==> src/hw/icache_config.svh <==
`ifndef ICACHE_CONFIG_SVH
`define ICACHE_CONFIG_SVH

// fetch address split: tag | index | word | byte
`define ICACHE_TAG_BITS 20
`define ICACHE_INDEX_BITS 7
`define ICACHE_WORD_BITS 3

// array geometry, two ways
`define ICACHE_SETS 128
`define ICACHE_LINE_WORDS 8

// bit 31 set means uncached space
`define ICACHE_UNCACHED_BIT 31

`define ICACHE_RESET_PC 32'h0000_0000

`endif
==> src/hw/fetch_pc_stage.sv <==
`timescale 1ns/1ps
`default_nettype none
`include "icache_config.svh"

module fetch_pc_stage (
    input  logic        clk,
    input  logic        reset,
    input  logic        redirect_i,
    input  logic [31:0] redirect_pc_i,
    input  logic        advance_i,
    output logic [31:0] pc_o,
    output logic        pc_valid_o
);

    logic [31:0] pc_q;
    logic        pc_valid_q;
    logic [31:0] next_pc;

    // drop bit 2 so a mid-pair pc lands on the next pair
    assign next_pc = {pc_q[31:3], 1'b0, pc_q[1:0]} + 32'd8;

    always_ff @(posedge clk) begin
        if (reset) begin
            pc_q       <= `ICACHE_RESET_PC;
            pc_valid_q <= 1'b0;
        end else begin
            pc_valid_q <= 1'b1;
            if (redirect_i) begin
                pc_q <= redirect_pc_i;  // advance ignored this cycle
            end else if (advance_i) begin
                pc_q <= next_pc;
            end
        end
    end

    assign pc_o       = pc_q;
    assign pc_valid_o = pc_valid_q;

endmodule

`default_nettype wire

==> config.mk <==
export PLATFORM = sky130hd
export DESIGN_NAME = fetch_pc_stage
export DESIGN_NICKNAME = d
export VERILOG_FILES = /design/src/hw/fetch_pc_stage.sv
export VERILOG_INCLUDE_DIRS = /design/src /design/src/hw
export SDC_FILE = /design/constraint.sdc
export NUM_CORES = 1
export LEC_CHECK = 0
export ABC_AREA = 0
export BUFFER_PORTS_ARGS = -buffer_cell sky130_fd_sc_hd__buf_4
export CAP_MARGIN = 15
export CORE_MARGIN = 3
export CORE_UTILIZATION = 25
export DETAILED_ROUTE_END_ITERATION = 7
export SETUP_SLACK_MARGIN = 0.5
export SLEW_MARGIN = 20
export SYNTH_ARGS = -nofsm -noshare
export SYNTH_HDL_FRONTEND = slang
export SYNTH_SLANG_ARGS = --single-unit
export TNS_END_PERCENT = 5
==> constraint.sdc <==
create_clock -name clk -period 2.6 [get_ports clk]
set_input_delay 0 -clock clk [delete_from_list [all_inputs] [get_ports clk]]
set_output_delay 0 -clock clk [all_outputs]
set_load 0.005 [all_outputs]
==> flow_summary.yaml <==
run_status:
  outcome: "finished, final reports clean"
worst_setup_path:
  path_class: "flop to flop"
  cp_data_arrival_time_ps: 2250
  timing.critical_path.fanout_max: 6
  critPathRequiredTime_ps: 2800
  cp_num_buf_inv: 1
  cell_depth_of_the_worst_flop_to_flop_path: 6
  setup.worst_path.start_class: "flop"
  crit_family: "simple AND/OR/NAND/NOR gates"
  worstSetupEndpointType: "flop"
  worstPathCellList: "ha_4 -> nand4_1 -> or4_4 -> buf_6 -> or3_4 -> a311oi_2"
  cp.depth: 6
  timing.critical_path.slowest_cell_delay_ps: 560
  critical_path_top_delay_cell: "sky130_fd_sc_hd__or4_4"
global_routing:
  number_of_antenna_violations_at_the_first_check_in_global_routing: 0
  grt.total_usage_pct: 14.9
  first_pass_grt_wire_length_um: 10300
  globalRouteOverflowTotal: 0
  grt_max_degree: 31
  first_global_vias: 2081
placement:
  post-place-ws_ps: 320
  place_area_mm2: 0.00249
  detailed_place_hpwl_um: 4420
  routabilityCongestion: 0.786
  port_buffers: 68
logic_synthesis:
  post_synth_instance_area_mm2: 0.00188
  yosys_register_bits: 33
  synth_area_leader_cell: "sky130_fd_sc_hd__dfxtp_1"
  synthDominantCellAreaShare_pct: 35.2
  synth_flop_cell: "sky130_fd_sc_hd__dfxtp_1"
  ys_seq_area_share_pct: 35.2
  netlist_instances: 231
  main_area_contributors_after_synthesis: "sky130_fd_sc_hd__dfxtp_1 (35%), sky130_fd_sc_hd__nor2_1 (5.2%), sky130_fd_sc_hd__nand4_1 (4.3%)"
  async_flop_share_pct: 0
  synth-edff-count: 0
  synth_most_common_cell: "sky130_fd_sc_hd__dfxtp_1"
  ys.warnings.count: 0
  post_synth.cell_area_avg_um2: 8.14
  netlist-cell-type-count: 42
  synthTopCellsByCount: "sky130_fd_sc_hd__dfxtp_1 (33), sky130_fd_sc_hd__nor2_1 (26), sky130_fd_sc_hd__nand2_1 (18), sky130_fd_sc_hd__nand4_1 (13), sky130_fd_sc_hd__clkbuf_1 (11)"
  mappedNetlistNets: 268
drt:
  route.detailed.drc: 0
  route.antenna.remaining_nets: 0
  num_vias: 2141
  detail_route.wirelength_um: 6350
  wire_per_inst_um: 15.1
  vias_per_cell: 5.09
  drt-initial-drc-count: 163
  dr.pass1.iters: 4
timing:
  timing.final.crit_share_pct: 78.9
  tns_ps: 0
  finalHoldViolCount: 0
  max_slew_margin_pct: 71.0
  timing_worst_slew_pin_value_ps: 433
  final_max_slew_viol_count: 0
  timing.clock.skew_ps: 4.02
  setup_viol_count_final: 0
  unrepaired_setup_endpoints_after_global_routing: "yes"
  fmax_mhz: 488
  final_critical_path_setup_slack_ps: 549
  fin_crit_ps: 2050
power_and_ir_drop:
  power_switching_share_pct: 28.5
  net-switching-power_w: 0.000348
  pwr_density_cell_mw_per_mm2: 421
  pwr-share-clk_pct: 31.5
  power.leakage_nw: 1.16
  intPower_w: 0.000872
  total_power_w: 0.00122
  power.share.combinational_pct: 19.8
  seq_power_share_pct: 48.6
  vdd_drop_max_mv: 0.170
layout:
  final_cell_area_mm2: 0.00290
  fin_util_pct: 41.0
  flow.area_growth_from_synthesis_pct: 54.1
  insertedDiodeCount: 0
  final.fill_count: 774
  post_route_cells_drive_above_1_share_pct: 31.4
  finish.net_count: 361
clock_tree:
  cts_tree: "done"
  clock-root-buffer: "sky130_fd_sc_hd__clkbuf_8"
  htree_levels: 2
  cts.reportedPaths.clkPinSlew_ps: 70
  number_of_sinks_handled_by_clock_tree_synthesis: 33
  worst_skew_pair_later_pin_latency_ps: 280
  cts_made_buffers: 5
  cts-root-to-sink-buffers: 2
run:
  max_cap_viol_count: 0
floorplan:
  i_o_pins: 69
  num_rows: 30
  placeableCoreArea_mm2: 0.00706
  initial_core_util_pct: 26.6
  floorplan.die.height_um: 92.7
  floorplan.die_area_mm2: 0.00859
  fp.dieW_um: 92.7
worst_hold_path:
  hold_class: "input port to flop"
  hold_depth: 3
[layout make-up]
class	count	area, um2	share of cell area, %
Clock buffer	6	72.6	2.51
Timing Repair Buffer	102	827	28.6
Inverter	6	22.5	0.778
Sequential cell	33	674	23.3
Tap cell	96	120	4.15
Multi-Input combinational cell	176	1170	40.4
Clock inverter	2	10.0	0.346
[stage by stage]
step                      hold WS, ps  std cells
final                            13.3        421
after global routing             15.2        421
after CTS                       0.337        418
after detailed placement          231        384
after global placement            235        384
after floorplan                   137        231
[routing by layer]
| layer | track usage (%) | up-vias | part of all wire, % |
|---|---|---|---|
| li1 | - | 1071 | - |
| met1 | 19.7 | 1006 | 47 |
| met2 | 24.0 | 59 | 47 |
| met3 | 3.57 | 5 | 5.4 |
| met4 | 4.27 | 0 | 0.85 |
| met5 | 0 | - | 0 |
[repair_timing]
item                                   CTS  global route
buffers inserted                         3             3
hold buffers                            23             0
gates resized for setup                  7             7
setup endpoints to repair                8             8
pin swaps                                1             5
endpoints found under the hold margin   23             0
[flip-flops by register name, summed over array words and instances (netlist names)]
signal	cells
pc_o	32
pc_valid_o	1
[cells by family after synthesis]
logic type | Yosys count | share of synthesized area (%)
AOI/OAI and AO/OA | 49 | 20.1
xor gates and xnor gates | 10 | 4.66
adders and majority gates | 1 | 0.666
muxes | 3 | 1.60
DFF | 33 | 35.2
buffers and inverters | 22 | 4.59
and+or+nand+nor | 113 | 33.2
[tightest hold or removal path, delay by kind of cell]
family / cells / cell delay [ps]
AND/OR/NAND/NOR: 1 / 90
buffers and inverters: 1 / 110
AO/OA/AOI/OAI: 1 / 60
[worst paths after layout]
check	from	endpoint	slack (ps)
max	pc_o[4]	pc_o[17]	550
max reg2reg	pc_o[4]	pc_o[17]	550
min	redirect_pc_i[20]	pc_o[20]	10
min reg2reg	pc_o[1]	pc_o[1]	510
[power groups by stage]
stage	sequential, W	clock [W]	combinational (W)
floorplan	0.000593	0	0.0000904
finish	0.000594	0.000385	0.000242
detailed placement	0.000604	0	0.000206
global route	0.000601	0.000417	0.000266
CTS	0.000593	0.000397	0.000236
global placement	0.000601	0	0.000205
[cell usage in the layout (no fill, tap or decap), types with 6 or more instances in the layout]
cell type,count
sky130_fd_sc_hd__and3_1,9
sky130_fd_sc_hd__nor2_1,26
sky130_fd_sc_hd__xnor2_1,6
sky130_fd_sc_hd__nand3_1,8
sky130_fd_sc_hd__dfxtp_1,26
sky130_fd_sc_hd__nand2_1,18
sky130_fd_sc_hd__a311oi_1,7
sky130_fd_sc_hd__dlygate4sd3_1,23
sky130_fd_sc_hd__o21ai_0,7
sky130_fd_sc_hd__nor3_1,6
sky130_fd_sc_hd__inv_1,6
sky130_fd_sc_hd__a211oi_1,7
sky130_fd_sc_hd__buf_4,78
sky130_fd_sc_hd__nand4_1,13
Note: power is estimated with default switching activity, not from simulation.
