$ cat src/hw/fetch_out_stage.sv
`timescale 1ns/1ps
`default_nettype none

module fetch_out_stage (
    input  logic        clk,
    input  logic        reset,
    input  logic        redirect_i,
    input  logic        pair_valid_i,
    input  logic [31:0] pair_pc_i,
    input  logic [31:0] inst0_i,
    input  logic [31:0] inst1_i,
    input  logic [1:0]  slot_valid_i,
    input  logic        fault_i,
    output logic        out_ready_o,
    input  logic        ready_i,
    output logic        fetch_valid_o,
    output logic [31:0] fetch_pc_o,
    output logic [31:0] fetch_inst0_o,
    output logic [31:0] fetch_inst1_o,
    output logic [1:0]  fetch_slot_valid_o,
    output logic        fetch_fault_o
);

    assign out_ready_o = !fetch_valid_o || ready_i;  // empty or draining

    always_ff @(posedge clk) begin
        if (reset || redirect_i) begin
            fetch_valid_o <= 1'b0;
        end else if (out_ready_o) begin
            fetch_valid_o <= pair_valid_i;
        end
    end

    always_ff @(posedge clk) begin
        if (out_ready_o && pair_valid_i) begin
            fetch_pc_o         <= pair_pc_i;
            fetch_inst0_o      <= inst0_i;
            fetch_inst1_o      <= inst1_i;
            fetch_slot_valid_o <= slot_valid_i;
            fetch_fault_o      <= fault_i;
        end
    end

endmodule

`default_nettype wire

$ cat config.mk
export PLATFORM = sky130hd
export DESIGN_NAME = fetch_out_stage
export DESIGN_NICKNAME = d
export VERILOG_FILES = /design/src/hw/fetch_out_stage.sv
export SDC_FILE = /design/constraint.sdc
export NUM_CORES = 1
export LEC_CHECK = 0
export ABC_AREA = 1
export BUFFER_PORTS_ARGS = -buffer_cell sky130_fd_sc_hd__buf_2
export CAP_MARGIN = 20
export CORE_ASPECT_RATIO = 0.9
export CORE_UTILIZATION = 35
export CTS_BUF_LIST = sky130_fd_sc_hd__clkbuf_8
export DETAILED_ROUTE_END_ITERATION = 16
export PLACE_DENSITY = 0.77
export SYNTH_ARGS = -nofsm -noshare
export SYNTH_HDL_FRONTEND = slang
export SYNTH_SLANG_ARGS = --single-unit
$ cat constraint.sdc
create_clock -name clk -period 9.1 [get_ports clk]
set_input_delay 0.455 -clock clk [delete_from_list [all_inputs] [get_ports clk]]
set_output_delay 0.455 -clock clk [all_outputs]
set_load 0.1 [all_outputs]
==> out/results.ini, run 1 <==
[status]
status = finished, final reports clean

[run]
drv_cap = 0

[clock_tree]
cts_tree = done
cts-hold-fix-buffers = 0
numCtsBuffers = 9
clkTransAtPathRegs_ns = 0.10
cts_sinks = 100
clockRootBuffer = clkbuf_8
clock_latency_ns = 0.35
post_cts_resized = 0
htreeDepth = 3
postCtsSetupBuffers = 0
cts_buffer_depth = 2

[sta]
relSlewSlack_pct = 64.2
fin_worst_skew_ns = 0.00508
setup_viol = 0
post-route-min-period_ns = 1.69
fin_crit_sh_pct = 18.6
fmax_mhz = 590
setup_slack_ns = 7.41
hold_violations = 0
whs_ns = 0.267
worst_pin_slew_ns = 0.538
rsz0062_at_grt = false
finalSetupTns_ns = 0
drv_slew = 0

[routing]
wire_per_inst_um = 14.6
antenna_left = 0
firstDrtPassIters = 4
routed_via_density = 4.12
drc = 0
drt_first_iter_violations = 49
routed_wl_um = 6490
via_count = 1832

[floorplan]
die_height_um = 90.3
start_util_pct = 36.9
die_area_sq_um = 9040
die_x_um = 100
rows = 31
core_area_sq_um = 8220
io_pins = 205

[power_and_ir_drop]
ir_drop_mv = 0.121
leakage_nw = 1.93
powerDensity_nw_per_um2 = 241

[cells_and_area]
final_area_sq_um = 4450
final-instance-count-excl-fill = 445
syn_to_final_growth_pct = 46.7
antennaDiodeCount = 0
nNetsFinal = 429
final_layout_size_suffix_gt1_share_pct = 68.5
fillers = 683

[critical_path]
cp.arrival_ns = 1.24
cp-start-kind = flop
slowest_delay_ns = 0.46
critical_path_class = flop to output pin
cp_cell_sequence = buf_2
required_ns = 8.65
end_kind = output pin
crit_fanout = 3
path_buf_inv = 1
path_delay_family = buffers and inverters
slowest_stage = buf_2

[global_routing]
antenna_found_initial = 0
grt_pass1_wl_um = 9370
grt_max_degree = 100
grt-ovfl-total = 0
grt_usage_pct = 14.4
first_global_vias = 1945

[synthesis]
netlist_instances = 108
synth_seq_area_share_pct = 98.7
synth_nets = 212
synth_top_area_cell = edfxtp_1
synth_area_sq_um = 3030
syn_avg_cell_area_sq_um = 28.1
synth.ff_latch_count = 100
synth_top_area_share_pct = 98.1
synth_warnings = 0
synth_area_leaders = edfxtp_1, dfxtp_1, inv_1
synth_cell_type_count = 8

[placed_design]
port_buffers = 204
placed_area_sq_um = 4220
dpl.hpwl_um = 4850
dp.cells = 428
gp_congestion = 0.761
pre_cts_ws_ns = 7.04

[worst_hold_path]
hold_class = input port to flop

cells in the final DEF, fill, tap and decap left out, drive strengths merged:
cell / count
inv: 7
bufinv: 1
edfxtp: 99
buf: 206
nand2: 2
clkinv: 3
dfxtp: 1
clkbuf: 9
a21oi: 2
layer usage:
layer  vias to the layer above  part of all wire (%)  GRT usage (%)  routed length (um)
met5                         -                     0              0                   0
met4                         0                   1.2           5.80                  81
met3                         8                    11           6.97                 746
met2                       132                    51           26.5                3330
met1                       830                    36           13.4                2330
li1                        862                     -              -                   -
final timing paths:
kind / to / depth (start not counted) / startpoint / slack (ns)
worst max-delay path: fetch_valid_o / 1 / fetch_valid_o / 7.41
worst min-delay path: fetch_fault_o / 1 / fault_i / 0.27
worst max register to register: fetch_inst1_o[22] / 3 / fetch_valid_o / 7.45
worst min register to register: fetch_valid_o / 2 / fetch_valid_o / 0.54
cells in the mapped netlist, drive strengths merged:
cell type / instances
inv: 4
edfxtp: 99
a21oi: 2
nand2: 2
dfxtp: 1
logic make-up (layout without fill, tap and decap cells):
logic type | count (synthesis) | count (layout) | share of synthesized area (%)
AOI/OAI and AO/OA | 2 | 2 | 0.454
DFF | 100 | 100 | 98.7
and+or+nand+nor | 2 | 2 | 0.330
buffers and inverters | 4 | 226 | 0.495
through the flow:
stage | utilization (%) | power (mW)
5_1_grt | 54.1 | 1.11
6_report | 54.1 | 1.07
2_1_floorplan | - | 0.754
4_1_cts | 53.8 | 1.09
3_3_place_gp | 51.3 | 0.795
3_5_place_dp | 51.3 | 0.798
report_power, final:
part / switching [mW] / internal [mW]
sequential: 0.00609 / 0.537
combinational: 0.210 / 0.0337
clock: 0.155 / 0.131
cell type report:
cell class                 count  area, sq um  share of cell area [%]
clock buffer                   9          124                    2.78
inverter                       4         15.0                   0.338
timing repair buffer         206         1060                    23.7
sequential                   100         2990                    67.3
multi-input combinational      4         35.0                   0.788
clock inverter                 7         81.3                    1.83
tap                          115          144                    3.23
registers in the layout (all words and copies together) (netlist names):
name                count
fetch_inst0_o          32
fetch_fault_o           1
fetch_pc_o             32
fetch_inst1_o          32
fetch_slot_valid_o      2
fetch_valid_o           1
No activity file was read; power rests on OpenSTA's default activity.
==> run 2: changes to the inputs <==
--- a/config.mk
+++ b/config.mk
@@ -12,7 +12,7 @@
 export CORE_UTILIZATION = 35
 export CTS_BUF_LIST = sky130_fd_sc_hd__clkbuf_8
 export DETAILED_ROUTE_END_ITERATION = 16
-export PLACE_DENSITY = 0.77
+export PLACE_DENSITY = 0.8
 export SYNTH_ARGS = -nofsm -noshare
 export SYNTH_HDL_FRONTEND = slang
 export SYNTH_SLANG_ARGS = --single-unit
==> constraint.sdc (replaced) <==
create_clock -name clk -period 1.5 [get_ports clk]
set_input_delay 0.075 -clock clk [delete_from_list [all_inputs] [get_ports clk]]
set_output_delay 0.075 -clock clk [all_outputs]
set_load 0.1 [all_outputs]
==> run 2 against run 1 <==
The run now fails in clock tree synthesis (4_1_cts). Synthesized cell count did not move. Synthesized area did not move.
==> out/results.ini, run 2 <==
[clock_tree]
post_cts_resized = 0  ; unchanged
cts_buffer_depth = 2  ; unchanged
clockRootBuffer = clkbuf_8
cts-hold-fix-buffers = 101  ; +101
postCtsSetupBuffers = 0  ; unchanged
htreeDepth = 3  ; unchanged
cts_sinks = 100  ; unchanged
numCtsBuffers = 9  ; unchanged

[synthesis]
synth_seq_area_share_pct = 98.7  ; unchanged
synth_area_sq_um = 3030  ; unchanged
synth_most_common_cell = edfxtp_1
synth_warnings = 0  ; unchanged
synthAdderAreaFrac_pct = 0  ; unchanged
synth-compound-area-share_pct = 0.454  ; unchanged
ys.flop_type = edfxtp_1
synth.ff_latch_count = 100  ; unchanged
synth_area_leaders = edfxtp_1, dfxtp_1, inv_1
synth_top_family_by_area = buffers and inverters
yosys-top-cells-count = edfxtp_1, inv_1
netlist_instances = 108  ; unchanged
synth_top_area_share_pct = 98.1  ; unchanged
synth_xor_area_share_pct = 0  ; unchanged
synth_edf_count = 99  ; unchanged
syn_avg_cell_area_sq_um = 28.1  ; unchanged
synth_top_area_cell = edfxtp_1
synth_nets = 212  ; unchanged
synth-async-reset-ratio_pct = 0  ; unchanged
yosys.area_share.simple_pct = 0.330  ; unchanged
synth_mux_area_share_pct = 0  ; unchanged
synth_cell_type_count = 8  ; unchanged

[placed_design]
pre_cts_ws_ns = 0.330  ; -6.71 ns
gp_congestion = 0.718  ; -5.7%
port_buffers = 204  ; unchanged
placed_area_sq_um = 4250  ; +0.86%

[status]
error = [ERROR RSZ-0060] Max buffer count reached.
status = aborted with a tool error
failing_step = clock tree synthesis (4_1_cts)

[floorplan]
die_x_um = 100  ; unchanged
die_height_um = 90.3  ; unchanged
rows = 31  ; unchanged
io_pins = 205  ; unchanged
start_util_pct = 36.9  ; unchanged

## run 2: cell counts after synthesis
Identical to the previous run, type by type.
## run 2: logic make-up after synthesis
| logic type | after synthesis |
|---|---|
| compound gates | 2 |
| buf+inv | 4 |
| flops | 100 |
| simple gates | 2 |
## run 2: through the flow
step	cells	setup TNS [ns]
global placement	429	0
floorplan	108	-108.18
detailed placement	429	0
