==> src/hw/icache_config.svh <==
`ifndef ICACHE_CONFIG_SVH
`define ICACHE_CONFIG_SVH

// fetch address split: tag | index | word | byte
`define ICACHE_TAG_BITS 20
`define ICACHE_INDEX_BITS 7
`define ICACHE_WORD_BITS 3

// array geometry, two ways
`define ICACHE_SETS 128
`define ICACHE_LINE_WORDS 8

// bit 31 set means uncached space
`define ICACHE_UNCACHED_BIT 31

`define ICACHE_RESET_PC 32'h0000_0000

`endif
==> src/hw/wb_pkg.sv <==
`default_nettype none

package wb_pkg;

    // line refill is eight beats, word fetch is one
    typedef enum logic {
        REQ_LINE = 1'b0,
        REQ_WORD = 1'b1
    } wb_req_e;

    typedef logic [2:0] beat_t;

endpackage

`default_nettype wire

==> src/hw/wb_fetch_master.sv <==
`timescale 1ns/1ps
`default_nettype none
`include "icache_config.svh"

module wb_fetch_master
    import wb_pkg::*;
(
    input  logic        clk,
    input  logic        reset,
    input  logic        req_i,
    input  wb_req_e     req_kind_i,
    input  logic [31:0] req_addr_i,
    output logic        beat_valid_o,
    output beat_t       beat_idx_o,
    output logic [31:0] beat_data_o,
    output logic        done_o,
    output logic        wb_cyc_o,
    output logic        wb_stb_o,
    output logic        wb_we_o,
    output logic [31:0] wb_adr_o,
    input  logic [31:0] wb_dat_i,
    input  logic        wb_ack_i
);

    localparam logic [1:0] ST_IDLE = 2'd0;
    localparam logic [1:0] ST_BUS  = 2'd1;
    localparam logic [1:0] ST_GAP  = 2'd2;
    localparam logic [1:0] ST_DONE = 2'd3;
    localparam int OFFSET_BITS = `ICACHE_WORD_BITS + 2;

    logic [1:0] state_q;
    beat_t      beat_q;
    logic       last_beat;

    assign last_beat = (req_kind_i == REQ_WORD) ||
                       (beat_q == beat_t'(`ICACHE_LINE_WORDS - 1));

    always_ff @(posedge clk) begin
        if (reset) begin
            state_q <= ST_IDLE;
            beat_q  <= '0;
        end else begin
            case (state_q)
                ST_IDLE: begin
                    if (req_i) begin
                        state_q <= ST_BUS;
                        beat_q  <= '0;
                    end
                end
                ST_BUS: begin
                    if (wb_ack_i) begin
                        state_q <= last_beat ? ST_DONE : ST_GAP;
                        if (!last_beat) beat_q <= beat_q + beat_t'(1);
                    end
                end
                ST_GAP:  state_q <= ST_BUS;   // stb low for one cycle
                default: state_q <= ST_IDLE;  // done pulse
            endcase
        end
    end

    assign wb_cyc_o = (state_q == ST_BUS);
    assign wb_stb_o = (state_q == ST_BUS);
    assign wb_we_o  = 1'b0;
    assign wb_adr_o = (req_kind_i == REQ_WORD) ? {req_addr_i[31:2], 2'b00} :
                      {req_addr_i[31:OFFSET_BITS], beat_q, 2'b00};

    assign beat_valid_o = (state_q == ST_BUS) && wb_ack_i;
    assign beat_idx_o   = (req_kind_i == REQ_WORD) ? beat_t'(0) : beat_q;
    assign beat_data_o  = wb_dat_i;
    assign done_o       = (state_q == ST_DONE);  // one cycle after the last beat

endmodule

`default_nettype wire

==> config.mk <==
export PLATFORM = sky130hd
export DESIGN_NAME = wb_fetch_master
export DESIGN_NICKNAME = d
export VERILOG_FILES = /design/src/hw/wb_pkg.sv /design/src/hw/wb_fetch_master.sv
export VERILOG_INCLUDE_DIRS = /design/src /design/src/hw
export SDC_FILE = /design/constraint.sdc
export NUM_CORES = 1
export LEC_CHECK = 0
export BUFFER_PORTS_ARGS = -buffer_cell sky130_fd_sc_hd__buf_2
export CORE_UTILIZATION = 28
export CTS_BUF_LIST = sky130_fd_sc_hd__clkbuf_4 sky130_fd_sc_hd__clkbuf_8
export CTS_CLUSTER_SIZE = 14
export DETAILED_ROUTE_END_ITERATION = 16
export PLACE_DENSITY = 0.89
export RECOVER_POWER = 25
export SYNTH_ARGS = -nofsm -noshare
export SYNTH_HDL_FRONTEND = slang
export SYNTH_SLANG_ARGS = --single-unit
==> constraint.sdc <==
create_clock -name clk -period 1.85 [get_ports clk]
set_input_delay 0.185 -clock clk [delete_from_list [all_inputs] [get_ports clk]]
set_output_delay 0.185 -clock clk [all_outputs]
set_load 0.02 [all_outputs]
==> flow_summary.yaml, run 1 <==
clock_tree:
  cts_sinks: 5
  cts_setup_buffers: 0
  cts_resized: 0
  cts_tree: "done"
  clk_latency_ps: 240
  htreeDepth: 1
  clk_root_buffer_cell: "clkbuf_4"
  clk_path_buf_depth: 2
  hold_buffers: 0
  cts_buffers: 3
  clkTransAtPathRegs_ps: 40
timing:
  hold_viol: 0
  finalWorstSetupSlack_ps: 116.7
  setup_tns_ps: 0
  period_minus_slack_ps: 1733
  grt_setup_unrepaired: "false"
  drv_slew: 0
  fin_crit_sh: 0.9369
  fin_worst_skew_ps: 0.7823
  setup_viol_count_final: 0
  fmax_mhz: 576.9
  hold_ws_ps: 162.8
synthesis:
  yosysSeqAreaShare: 0.1252
  synth_top_family_by_area: "buffers and inverters"
  synthAdderAreaFrac: 0.03130
  synth-compound-area-share: 0.07668
  synth_flop_cell: "dfxtp_1"
  synthSimpleGateAreaFrac: 0.1706
  synth.distinct_cells: 19
  syn_area_um2: 799.5
  synthMuxAreaShare: 0
  syn_inst: 100
  synth-seq-cells: 5
  synth_warnings: 0
  synth_edf_count: 0
  syn_avg_cell_area_um2: 7.995
  synthArstFlopShare: 0
  synth_xor_area_frac: 0
global_route:
  antenna_found_initial: 0
  grt_max_degree: 10
  grt_pass1_vias: 390
  grt_pass1_wl_um: 1704
  gr-total-overflow: 0
  grt_usage: 0.07157
power_and_ir_drop:
  p_seq_frac: 0.359
  switching_share: 0.2689
  power_density_nw_per_um2: 656.3
  intPower_mw: 0.2377
  p_leak_nw: 0.2610
  clkPwrFrac: 0.434
  power_frac_comb: 0.207
  switchingPower_mw: 0.08746
  peakVddDrop_mv: 0.3531
  p_total_mw: 0.3252
worst_setup_path:
  crit_required_ps: 1970
  critPathTopFamily: "simple AND/OR/NAND/NOR gates"
  cp.buffers_inverters: 0
  crit_type: "flop to flop"
  slowest_delay_ps: 600
  startpoint_type: "flop"
  crit_path_max_fanout: 3
  arrival_ps: 1850
  crit_top_cell: "ha_1"
  crit_slowest_cell: "or4bb_2"
  end_kind: "flop"
  crit_chain: "ha_1, ha_1, or4bb_2, a21oi_1, o21ai_0"
finish:
  diodes: 0
  final_common_cell: "buf_2"
  seq_area_um2: 100.1
  syn_to_final_growth_pct: -38.03
  fin_util: 0.1812
  fin_nets: 133
  design_area_um2: 495.5
  fill_cells: 297
  multi_input_area_um2: 234.0
  drive_above_1_share: 0.4918
  instances_no_fill: 92
  layout_common_cells: "buf_2 (17), dfxtp_1 (5), nor2_1 (4), clkbuf_4 (4)"
route:
  drc: 0
  num_vias: 424
  drt_iter0_drc: 15
  wl_um: 1163
  drt_pass1_iterations: 3
  via_per_inst: 4.609
  detail_route.wl_per_cell_um: 12.64
  antenna_left: 0
floorplan:
  die_h_um: 55.44
  io_pins: 141
  core_area_um2: 2734
  die_w_um: 55.44
  die_area_um2: 3073
  start_util: 0.2924
  rows: 19
placed_design:
  dp_slack_ps: 96.97
  hpwl_um: 980.4
  port_buffers: 17
  place_congestion: 0.8076
  placed_area_um2: 465.4
  dp_cells: 88
outcome:
  status: "finished, final reports clean"
run:
  maxCapViolations: 0
worst_hold_path:
  hold_class: "input pin to flop"
-- flip-flops by register name, summed over array words and instances, names as in the netlist --
name	cells
beat_q	3
state_q	2
-- power groups by stage --
stage               sequential [mW]  clock, mW  combinational [mW]
floorplan                     0.118          0               0.238
finish                        0.117      0.141              0.0674
CTS                           0.117      0.147              0.0684
global route                  0.117      0.154              0.0734
global placement              0.118          0              0.0663
detailed placement            0.119          0              0.0680
-- worst register-to-register path, delay by kind of cell (launching register included) --
kind                       cells  cell delay [ps]
DFF                            1              320
and+or+nand+nor                1              600
adders and majority gates      2              400
AOI/OAI and AO/OA              2              290
-- kinds of logic (layout without fill, tap and decap cells) --
group	after synthesis	in the layout
buffers and inverters	63	22
AO/OA/AOI/OAI	9	9
adder cells (fa/ha/maj)	2	2
flip-flops	5	5
other	1	3
AND/OR/NAND/NOR	20	20
-- cells in the mapped netlist (2+ instances only) --
cell type	number	area share
a21o_2	3	0.033
and2_1	2	0.016
nand2b_1	3	0.023
dfxtp_1	5	0.13
nand3_1	3	0.019
and2b_2	3	0.033
o21ai_0	3	0.019
ha_1	2	0.031
nor2_1	4	0.019
buf_4	63	0.59
-- path summary, 6_finish.rpt --
path              cells past startpoint        end  slack [ps]      start
setup / recovery                      5  beat_q[2]         120  beat_q[0]
hold reg to reg                       2  beat_q[2]         500  beat_q[2]
setup reg to reg                      5  beat_q[2]         120  beat_q[0]
hold / removal                        2  beat_q[0]         160      reset
-- layer usage --
metal  GRT usage  up-vias  part of all wire
met4      0.1107        0              0.10
met3     0.04215       20              0.15
met1     0.04454      182              0.28
met5           0        -                 0
met2      0.1136       43              0.47
li1            -      179                 -
-- area by class of cell --
class                           instances  share of cell area
Tap cell                               31             0.07828
Multi-Input combinational cell         34              0.4722
Timing Repair Buffer                   18              0.1869
Sequential cell                         5              0.2020
Clock buffer                            4             0.06061
Note: power is estimated with default switching activity, not from simulation.
==> run 2: changes to the inputs <==
CELL_PAD_IN_SITES_DETAIL_PLACEMENT = 0   (was default)
CELL_PAD_IN_SITES_GLOBAL_PLACEMENT = 2   (was default)
CORE_UTILIZATION = 11   (was 28)
PLACE_DENSITY = 0.88   (was 0.89)
==> run 2 against run 1 <==
  * Critical path depth did not move
  * Cell area rose by 20%
  * Hold slack improved by 27 ps
  * Die area rose by 150%
  * Sequential share of layout area fell by 3.4 points
  * Flip-flop and latch count did not move
  * Largest power group unchanged
  * Highest routed layer unchanged
==> flow_summary.yaml, run 2 (synthesized netlist as in run 1, its figures left out) <==
worst_setup_path:
  crit_type: "flop to flop"
  ff2ff_setup_slack_ps: 150
  startpoint_type: "flop"
  reg2reg_to: "beat_q[2]"
  end_kind: "flop"
  reg2regPathDepth: 5
  crit_required_ps: 1950
  crit_path_max_fanout: 3
  arrival_ps: 1800
  rr_startpoint: "beat_q[1]"
route:
  drc: 0
  drt_iter0_drc: 8
  drt_pass1_iterations: 4
  antenna_left: 0
  num_vias: 392
  via_per_inst: 2.497
  detail_route.wl_per_cell_um: 7.344
  wl_um: 1153
floorplan:
  core_area_um2: 6907
  rows: 30
  start_util: 0.1158
  io_pins: 141
  die_h_um: 87.26
  die_w_um: 87.26
  die_area_um2: 7613
timing:
  period_minus_slack_ps: 1700
  grt_setup_unrepaired: "false"
  setup_viol_count_final: 0
  drv_slew: 0
  fmax_mhz: 588.1
  fin_worst_skew_ps: 2.210
  hold_viol: 0
  setup_tns_ps: 0
  fin_crit_sh: 0.9191
clock_tree:
  clk_root_buffer_cell: "clkbuf_8"
  clkTransAtPathRegs_ps: 40
  cts_tree: "done"
  cts_setup_buffers: 0
  clk_path_buf_depth: 2
  htreeDepth: 1
  cts_resized: 0
  clk_latency_ps: 220
  hold_buffers: 0
  cts_sinks: 5
  cts_buffers: 3
power_and_ir_drop:
  p_total_mw: 0.4055
  power_density_nw_per_um2: 680.9
  p_leak_nw: 0.2688
  peakVddDrop_mv: 0.09999
global_route:
  grt_max_degree: 10
  grt_usage: 0.02896
  gr-total-overflow: 0
  grt_pass1_vias: 371
  grt_pass1_wl_um: 1697
  antenna_found_initial: 0
outcome:
  status: "finished, final reports clean"
worst_hold_path:
  worstHoldEndpoint: "beat_q[0]"
  hold_class: "input pin to flop"
  worstHoldStart: "reset"
  hold_depth: 2
finish:
  final_common_cell: "buf_2"
  diodes: 0
  largest_register_ffs: 3
  biggestRegsByFlops: "beat_q (3), state_q (2)"
  largest_register: "beat_q"
  layout_common_cells: "buf_2 (17), dfxtp_1 (5), nor2_1 (4)"
  drive_above_1_share: 0.4918
  fin_nets: 133
  syn_to_final_growth_pct: -25.51
placed_design:
  place_congestion: 0.6772
  hpwl_um: 879.3
  port_buffers: 17
run:
  maxCapViolations: 0
[run 2: worst max path at each step]
stage / slack [ps] / cells past startpoint / startpoint / to
finish: 150 / 5 / beat_q[1] / beat_q[2]
global route: 60 / 5 / beat_q[0] / beat_q[2]
CTS: 150 / 5 / beat_q[0] / beat_q[0]
detailed placement: 160 / 5 / beat_q[0] / beat_q[2]
global placement: 150 / 5 / beat_q[1] / beat_q[2]
floorplan: 200 / 5 / beat_q[0] / beat_q[0]
[run 2: layer usage]
metal / vias up / share of wire / GRT usage
met4: 0 / 0.077 / 0.04620
met2: 39 / 0.39 / 0.03551
met1: 154 / 0.37 / 0.02721
met3: 22 / 0.16 / 0.01611
met5: - / 0 / 0
li1: 177 / - / -
[run 2: per-stage QoR]
stage	cells	cell area (µm²)	setup WS, ps	hold WS (ps)	utilization
2_1_floorplan	102	807.0	201.1	254.4	-
3_3_place_gp	153	546.8	153.8	370.1	0.07917
3_5_place_dp	153	546.8	160.8	370.1	0.07917
4_1_cts	157	595.6	153.1	188.7	0.08623
5_1_grt	157	595.6	64.95	196.2	0.08623
6_report	157	595.6	149.6	189.8	0.08623
[run 2: power breakdown]
part	internal [mW]	switching (mW)
combinational	0.0296	0.0386
sequential	0.112	0.00504
clock	0.163	0.0572
total	0.305	0.101
[run 2: critical path: stages, from the launching register on]
cell and delay (ps):
dfxtp_1 320, ha_1 180, ha_1 200, or4bb_2 600
a21oi_1 170, o21ai_0 110
[run 2: layout make-up]
| class | instances | area, µm² |
|---|---|---|
| fillers | 836 | 6311 |
| clock buffers | 4 | 48.80 |
| multi-input cells | 34 | 234.0 |
| well taps | 96 | 120.1 |
| flip-flops and latches | 5 | 100.1 |
| repair buffers | 18 | 92.59 |
